**config.mk**
```make
export PLATFORM = sky130hd
export DESIGN_NAME = uart_link_top
export DESIGN_NICKNAME = d
export VERILOG_FILES = /design/src/hdl/uart_pkg.sv /design/src/hdl/uart_tx.sv /design/src/hdl/uart_rx.sv /design/src/hdl/code_sequencer.sv /design/src/hdl/link_status.sv /design/src/hdl/uart_link_top.sv
export SDC_FILE = /design/constraint.sdc
export NUM_CORES = 1
export LEC_CHECK = 0
export BUFFER_PORTS_ARGS = -buffer_cell sky130_fd_sc_hd__buf_4
export CORE_ASPECT_RATIO = 1.4
export CORE_MARGIN = 4
export CORE_UTILIZATION = 63
export DETAILED_ROUTE_END_ITERATION = 7
export MAX_ROUTING_LAYER = met4
export PLACE_DENSITY = 0.83
export SLEW_MARGIN = 20
export SYNTH_ARGS = -nofsm -noshare
export SYNTH_HDL_FRONTEND = slang
export SYNTH_SLANG_ARGS = --single-unit
export TNS_END_PERCENT = 30
```
**constraint.sdc**
```tcl
create_clock -name clk -period 5.62 [get_ports clk]
set_clock_uncertainty 0.15 [all_clocks]
set_input_delay 0.562 -clock clk [delete_from_list [all_inputs] [get_ports clk]]
set_output_delay 0.562 -clock clk [all_outputs]
set_load 0.01 [all_outputs]
```
**src/hdl/uart_pkg.sv**
```systemverilog
package uart_pkg;

    // Serial timing. 48 clocks per bit gives 1 Mbaud from a 48 MHz clock.
    localparam int CLKS_PER_BIT   = 48;
    localparam int STARTUP_CYCLES = 200;  // Kept short so simulation runs quickly.
    localparam int DATA_BITS      = 8;

    typedef enum logic [1:0] {
        PARITY_NONE,
        PARITY_EVEN,
        PARITY_ODD
    } parity_e;

    localparam parity_e PARITY_MODE = PARITY_EVEN;

    // Start bit, data bits, optional parity bit and one stop bit.
    localparam int FRAME_BITS = 2 + DATA_BITS + ((PARITY_MODE != PARITY_NONE) ? 1 : 0);

    // Counter widths and terminal counts derived from the frame format.
    localparam int BAUD_CNT_W = $clog2(CLKS_PER_BIT);
    localparam logic [BAUD_CNT_W-1:0] BAUD_LAST = BAUD_CNT_W'(CLKS_PER_BIT - 1);
    localparam logic [BAUD_CNT_W-1:0] HALF_LAST = BAUD_CNT_W'(CLKS_PER_BIT / 2 - 1);

    localparam int BIT_IDX_W = $clog2(DATA_BITS);
    localparam logic [BIT_IDX_W-1:0] BIT_LAST = BIT_IDX_W'(DATA_BITS - 1);

    localparam int STARTUP_CNT_W = $clog2(STARTUP_CYCLES);
    localparam logic [STARTUP_CNT_W-1:0] STARTUP_LAST = STARTUP_CNT_W'(STARTUP_CYCLES - 1);

    typedef struct packed {
        logic [7:0] data;
        logic       parity_error;
    } rx_result_t;

    typedef struct packed {
        logic       running;      // Sequencer has left start-up.
        logic [7:0] last_byte;
        logic [7:0] rx_count;     // Wraps modulo 256.
        logic       parity_seen;  // Sticky until reset.
    } link_status_t;

    // Parity bit that goes with a data byte in the configured mode.
    function automatic logic parity_bit(input logic [7:0] d);
        logic p;
        case (PARITY_MODE)
            PARITY_EVEN: p = ^d;
            PARITY_ODD:  p = ~^d;
            default:     p = 1'b0;
        endcase
        return p;
    endfunction

endpackage

```
**src/hdl/uart_tx.sv**
```systemverilog
`timescale 1ns/1ps

module uart_tx (
    input  logic       clk,
    input  logic       rst_n,
    input  logic [7:0] tx_data,
    input  logic       start_tx,
    output logic       tx,
    output logic       tx_busy
);
    import uart_pkg::*;

    typedef enum logic [2:0] {
        TX_IDLE,
        TX_START,
        TX_DATA,
        TX_PARITY,
        TX_STOP
    } tx_state_e;

    tx_state_e             state;
    logic [BAUD_CNT_W-1:0] baud_cnt;
    logic [BIT_IDX_W-1:0]  bit_idx;
    logic [7:0]            shift_q;
    logic                  parity_q;
    logic                  bit_end;
    logic                  launch;

    assign bit_end = (baud_cnt == BAUD_LAST);
    assign launch  = (state == TX_IDLE) && start_tx;

    // The line is registered, so each bit starts on a clock edge and lasts
    // exactly CLKS_PER_BIT cycles.
    always_ff @(posedge clk) begin
        if (!rst_n) begin
            state    <= TX_IDLE;
            baud_cnt <= '0;
            bit_idx  <= '0;
            tx       <= 1'b1;
            tx_busy  <= 1'b0;
        end else begin
            if (state == TX_IDLE || bit_end) begin
                baud_cnt <= '0;
            end else begin
                baud_cnt <= baud_cnt + 1'b1;
            end

            case (state)
                TX_IDLE: begin
                    if (launch) begin
                        state   <= TX_START;
                        tx      <= 1'b0;  // Start bit goes out with busy.
                        tx_busy <= 1'b1;
                    end
                end
                TX_START: begin
                    if (bit_end) begin
                        state   <= TX_DATA;
                        bit_idx <= '0;
                        tx      <= shift_q[0];
                    end
                end
                TX_DATA: begin
                    if (bit_end) begin
                        if (bit_idx == BIT_LAST) begin
                            if (PARITY_MODE != PARITY_NONE) begin
                                state <= TX_PARITY;
                                tx    <= parity_q;
                            end else begin
                                state <= TX_STOP;
                                tx    <= 1'b1;
                            end
                        end else begin
                            bit_idx <= bit_idx + 1'b1;
                            tx      <= shift_q[1];  // Shift happens on this same edge.
                        end
                    end
                end
                TX_PARITY: begin
                    if (bit_end) begin
                        state <= TX_STOP;
                        tx    <= 1'b1;
                    end
                end
                TX_STOP: begin
                    if (bit_end) begin
                        state   <= TX_IDLE;
                        tx_busy <= 1'b0;
                    end
                end
                default: state <= TX_IDLE;
            endcase
        end
    end

    // Byte and parity are captured when the frame is launched.
    always_ff @(posedge clk) begin
        if (launch) begin
            shift_q  <= tx_data;
            parity_q <= parity_bit(tx_data);
        end else if (state == TX_DATA && bit_end) begin
            shift_q <= shift_q >> 1;
        end
    end

endmodule

```
**src/hdl/uart_rx.sv**
```systemverilog
`timescale 1ns/1ps

module uart_rx (
    input  logic                 clk,
    input  logic                 rst_n,
    input  logic                 rx,
    output uart_pkg::rx_result_t rx_result,
    output logic                 rx_done
);
    import uart_pkg::*;

    typedef enum logic [2:0] {
        RX_IDLE,
        RX_START,
        RX_DATA,
        RX_PARITY,
        RX_STOP
    } rx_state_e;

    rx_state_e             state;
    logic                  rx_meta;
    logic                  rx_sync;
    logic                  rx_prev;
    logic [BAUD_CNT_W-1:0] baud_cnt;
    logic [BIT_IDX_W-1:0]  bit_idx;
    logic [7:0]            shift_q;
    logic                  parity_rx_q;
    logic                  fall;
    logic                  bit_end;
    logic                  half_end;

    assign fall     = rx_prev & ~rx_sync;
    assign bit_end  = (baud_cnt == BAUD_LAST);
    assign half_end = (baud_cnt == HALF_LAST);

    // Two flops bring rx into the clock domain; a third gives the edge.
    always_ff @(posedge clk) begin
        if (!rst_n) begin
            rx_meta <= 1'b1;
            rx_sync <= 1'b1;
            rx_prev <= 1'b1;
        end else begin
            rx_meta <= rx;
            rx_sync <= rx_meta;
            rx_prev <= rx_sync;
        end
    end

    always_ff @(posedge clk) begin
        if (!rst_n) begin
            state    <= RX_IDLE;
            baud_cnt <= '0;
            bit_idx  <= '0;
            rx_done  <= 1'b0;
        end else begin
            rx_done  <= 1'b0;
            baud_cnt <= baud_cnt + 1'b1;
            case (state)
                RX_IDLE: begin
                    baud_cnt <= '0;
                    if (fall) begin
                        state <= RX_START;
                    end
                end
                RX_START: begin
                    // Half a bit in, the line must still be low.
                    if (half_end) begin
                        baud_cnt <= '0;
                        bit_idx  <= '0;
                        state    <= rx_sync ? RX_IDLE : RX_DATA;
                    end
                end
                RX_DATA: begin
                    if (bit_end) begin
                        baud_cnt <= '0;
                        bit_idx  <= bit_idx + 1'b1;
                        if (bit_idx == BIT_LAST) begin
                            state <= (PARITY_MODE != PARITY_NONE) ? RX_PARITY : RX_STOP;
                        end
                    end
                end
                RX_PARITY: begin
                    if (bit_end) begin
                        baud_cnt <= '0;
                        state    <= RX_STOP;
                    end
                end
                RX_STOP: begin
                    if (bit_end) begin  // Middle of the stop bit.
                        state   <= RX_IDLE;
                        rx_done <= 1'b1;
                    end
                end
                default: state <= RX_IDLE;
            endcase
        end
    end

    // Data arrives LSB first, so it enters at the top and shifts down.
    always_ff @(posedge clk) begin
        if (state == RX_DATA && bit_end) begin
            shift_q <= {rx_sync, shift_q[7:1]};
        end
        if (state == RX_PARITY && bit_end) begin
            parity_rx_q <= rx_sync;
        end
        if (state == RX_STOP && bit_end) begin
            rx_result.data         <= shift_q;
            rx_result.parity_error <= (PARITY_MODE != PARITY_NONE) &&
                                      (parity_rx_q != parity_bit(shift_q));
        end
    end

endmodule

```
**src/hdl/code_sequencer.sv**
```systemverilog
`timescale 1ns/1ps

module code_sequencer (
    input  logic       clk,
    input  logic       rst_n,
    input  logic       tx_busy,
    output logic [7:0] tx_data,
    output logic       start_tx,
    output logic       running
);
    import uart_pkg::*;

    typedef enum logic {
        SEQ_STARTUP,
        SEQ_STREAM
    } seq_state_e;

    seq_state_e               state;
    logic [STARTUP_CNT_W-1:0] wait_cnt;
    logic [5:0]               code;
    logic                     busy_q;
    logic                     tx_done;

    assign tx_done = busy_q & ~tx_busy;  // Transmitter has just gone idle.
    assign tx_data = {2'b00, code};
    assign running = (state == SEQ_STREAM);

    always_ff @(posedge clk) begin
        if (!rst_n) begin
            state    <= SEQ_STARTUP;
            wait_cnt <= '0;
            code     <= '0;
            busy_q   <= 1'b0;
            start_tx <= 1'b0;
        end else begin
            busy_q   <= tx_busy;
            start_tx <= 1'b0;
            // The code is on tx_data during the pulse and advances right after.
            if (start_tx) begin
                code <= code + 1'b1;
            end
            case (state)
                SEQ_STARTUP: begin
                    if (wait_cnt == STARTUP_LAST) begin
                        state    <= SEQ_STREAM;
                        start_tx <= 1'b1;
                    end else begin
                        wait_cnt <= wait_cnt + 1'b1;
                    end
                end
                SEQ_STREAM: begin
                    if (tx_done) begin
                        start_tx <= 1'b1;
                    end
                end
                default: state <= SEQ_STARTUP;
            endcase
        end
    end

endmodule

```
**src/hdl/link_status.sv**
```systemverilog
`timescale 1ns/1ps

module link_status (
    input  logic                   clk,
    input  logic                   rst_n,
    input  logic                   running,
    input  uart_pkg::rx_result_t   rx_result,
    input  logic                   rx_done,
    output uart_pkg::link_status_t status
);

    // Everything here is what the board shows on its LEDs and debug pins.
    always_ff @(posedge clk) begin
        if (!rst_n) begin
            status <= '0;
        end else begin
            status.running <= running;
            if (rx_done) begin
                status.last_byte <= rx_result.data;
                status.rx_count  <= status.rx_count + 8'd1;  // Wraps at 256.
                // Only reset clears the parity flag.
                if (rx_result.parity_error) begin
                    status.parity_seen <= 1'b1;
                end
            end
        end
    end

endmodule

```
**src/hdl/uart_link_top.sv**
```systemverilog
`timescale 1ns/1ps

module uart_link_top (
    input  logic                   clk,
    input  logic                   rst_n,
    input  logic                   rx,
    output logic                   tx,
    output uart_pkg::rx_result_t   rx_result,
    output logic                   rx_done,
    output uart_pkg::link_status_t status
);

    logic [7:0] tx_data;
    logic       start_tx;
    logic       tx_busy;
    logic       running;

    // Transmit path. The sequencer streams codes whenever the transmitter is idle.
    code_sequencer u_sequencer (
        .clk      (clk),
        .rst_n    (rst_n),
        .tx_busy  (tx_busy),
        .tx_data  (tx_data),
        .start_tx (start_tx),
        .running  (running)
    );

    uart_tx u_tx (
        .clk      (clk),
        .rst_n    (rst_n),
        .tx_data  (tx_data),
        .start_tx (start_tx),
        .tx       (tx),
        .tx_busy  (tx_busy)
    );

    // Receive path runs on its own.
    uart_rx u_rx (
        .clk       (clk),
        .rst_n     (rst_n),
        .rx        (rx),
        .rx_result (rx_result),
        .rx_done   (rx_done)
    );

    link_status u_status (
        .clk       (clk),
        .rst_n     (rst_n),
        .running   (running),
        .rx_result (rx_result),
        .rx_done   (rx_done),
        .status    (status)
    );

endmodule

```
==> impl_metrics.env <==
export IMPL_status="finished clean"
export IMPL_wl_um=6170
export IMPL_startpoint="u_rx.baud_cnt[0]"
export IMPL_cts_made_buffers=9
export IMPL_met3_usage_pct=4.01
export IMPL_hpwl_um=4360
export IMPL_crit_type="flip-flop to flip-flop"
export IMPL_drt_pass1_iterations=4
export IMPL_peakVddDrop_v=0.000203
export IMPL_vias=2496
export IMPL_hp_start="rx"
export IMPL_r2r_cells=4
export IMPL_layout_common_cells="65 x dfxtp_1, 44 x nor2_1, 32 x buf_4"
export IMPL_cap_violations=0
export IMPL_drt_iter0_drc=66
export IMPL_async_reset_ff_share_pct=0
export IMPL_finalInstanceArea_um2=4260
export IMPL_antenna_cells=0
export IMPL_synth_nets=368
export IMPL_startpoint_type="flip-flop"
export IMPL_synth_seq_area_share_pct=53.9
export IMPL_gp_routability_congestion=0.752
export IMPL_port_buffers=31
export IMPL_synth_top_area_cell="dfxtp_1"
export IMPL_h_tree_depth=3
export IMPL_antenna_left=0
export IMPL_holdPathStages=2
export IMPL_fin_crit_sh_pct=38.9
export IMPL_finalSetupTns_ns=0
export IMPL_place_area_um2=4050
export IMPL_max_freq_mhz=457
export IMPL_ys_top_cells_by_area="dfxtp_1 34%, edfxtp_1 20%, xnor2_1 4.8%, nor2_1 4.3%, mux2i_1 3.7%"
export IMPL_required_ns=5.44
export IMPL_ys_ff_latch=90
export IMPL_max_slew_margin_pct=39.0
export IMPL_core_rowCount=33
export IMPL_cp_end_kind="flip-flop"
export IMPL_p_leak_nw=1.56
export IMPL_final_util_pct=72.6
export IMPL_synth_top_area_share_pct=34.2
export IMPL_layout_commonest_cell="dfxtp_1"
export IMPL_finalMaxSlewViolations=0
export IMPL_antenna_found_initial=0
export IMPL_finalHoldViolCount=0
export IMPL_netlist_area_um2=3810
export IMPL_track_usage_pct=19.0
export IMPL_cts_sinks=90
export IMPL_critical_path_arrival_ns=2.01
export IMPL_ioPinCount=32
export IMPL_grt_start_max_net_pins=35
export IMPL_viasPerCell=5.45
export IMPL_crit_fanout=8
export IMPL_initial_core_util_pct=65.0
export IMPL_rsz0062_at_grt="no"
export IMPL_layout_min_cycle_time_ns=2.19
export IMPL_die_width_um=73.7
export IMPL_netlist_instances=355
export IMPL_clkSlewWorstSetupHoldPaths_ns=0.08
export IMPL_grt_pass1_vias=2484
export IMPL_avgSynthCellArea_um2=10.7
export IMPL_cts_root_buf="clkbuf_8"
export IMPL_power_density_nw_per_um2=266
export IMPL_report_final_setup_viol=0
export IMPL_synth_flop_cell="dfxtp_1"
export IMPL_clk_latency_ns=0.35
export IMPL_r2r_start="u_rx.baud_cnt[0]"
export IMPL_busiest_layer="met2"
export IMPL_postCtsSetupRepairBufs=0
export IMPL_synth_edff_count=25
export IMPL_ys_warn_count=0
export IMPL_hp_class="primary input to flip-flop"
export IMPL_drc=0
export IMPL_drive_above_1_share_pct=17.3
export IMPL_core_region_area_um2=5860
export IMPL_die_h_um=100
export IMPL_area_delta_synth_final_pct=11.8
export IMPL_overflow=0
export IMPL_clk_path_buf_depth=2
export IMPL_groute_layer_met1_usage_pct=23.3
export IMPL_fillers=425
export IMPL_worst_pin_slew_ns=0.908
export IMPL_wl_per_cell_um=13.5
export IMPL_grt_util_met2_pct=29.8
export IMPL_die_area_um2=7370
export IMPL_nets=396
export IMPL_yosysUniqueCellTypes=50
export IMPL_ctsResizeCount=0
export IMPL_cts_hold_buf=0
export IMPL_grt_pass1_wl_um=10700
export IMPL_cts_tree="done"
[routing by layer]
| metal | share of wire [%] | vias to the layer above |
|---|---|---|
| met2 | 49 | 37 |
| met1 | 45 | 1162 |
| met3 | 3.7 | 16 |
| met4 | 2.6 | 0 |
| li1 | - | 1281 |
| met5 | 0 | - |
[logic make-up after synthesis]
logic type	after synthesis	share of synthesized area [%]
AND/OR/NAND/NOR	138	19.8
flip-flops	90	53.9
AO/OA/AOI/OAI	40	6.54
XOR/XNOR	35	8.05
buffers and inverters	22	2.99
multiplexers	20	5.45
adder cells (fa/ha/maj)	10	3.29
[state kept, by name (all words and copies together), names as in the netlist, 3 cells and up]
name                  flops
u_status.status          18
u_rx.rx_result            9
u_rx.shift_q              8
u_sequencer.wait_cnt      8
u_rx.baud_cnt             6
u_sequencer.code          6
u_tx.baud_cnt             6
u_tx.shift_q              6
u_rx.bit_idx              3
u_rx.state                3
u_tx.bit_idx              3
u_tx.state                3
[Yosys cell counts, drive strengths merged, types with 5 or more instances]
master and instances:
dfxtp 65, or2 5, mux2i 14, o21ai 9
nand2 21, or3 5, xor2 14, xnor2 21
mux2 6, nand3 13, clkbuf 6, a21oi 17
nand4 5, nor3b 6, buf 9, ha 10
nand2b 10, edfxtp 25, inv 7, nor2 46
and2 5
[final cells by class]
class / instances / area [um2] / area share (%)
inverters: 7 / 26.3 / 0.617
well taps: 70 / 87.6 / 2.06
multi-input cells: 243 / 1640 / 38.6
repair buffers: 32 / 240 / 5.64
clock inverters: 2 / 13.8 / 0.323
flip-flops and latches: 90 / 2050 / 48.2
clock buffers: 14 / 195 / 4.58
[worst max-delay path, stage by stage, from the launching register on]
cell,delay [ns]
dfxtp_1,0.36
ha_1,0.20
and3_2,0.28
nand3_4,0.10
nor3_1,0.72
[worst paths after layout]
path	endpoint	slack [ns]
worst max-delay path	u_rx.shift_q[6]	3.43
worst min-delay path	u_rx.rx_meta	0.25
worst max register to register	u_rx.shift_q[6]	3.43
worst min register to register	u_rx.rx_sync	0.26
[per-stage QoR]
step | total power [mW] | instances | hold slack, ns | setup WS, ns
global placement | 0.704 | 442 | 0.240 | 3.49
CTS | 1.14 | 458 | 0.238 | 3.42
global route | 1.17 | 458 | 0.244 | 3.18
finish | 1.13 | 458 | 0.246 | 3.43
floorplan | 0.699 | 355 | 0.236 | 3.59
detailed placement | 0.705 | 442 | 0.247 | 3.37
[power by group]
group	switching (mW)	leakage [nW]	internal (mW)
clock network	0.214	0.104	0.228
logic	0.0113	0.706	0.00760
registers	0.00423	0.748	0.666
(Power assumes the default switching activity.)
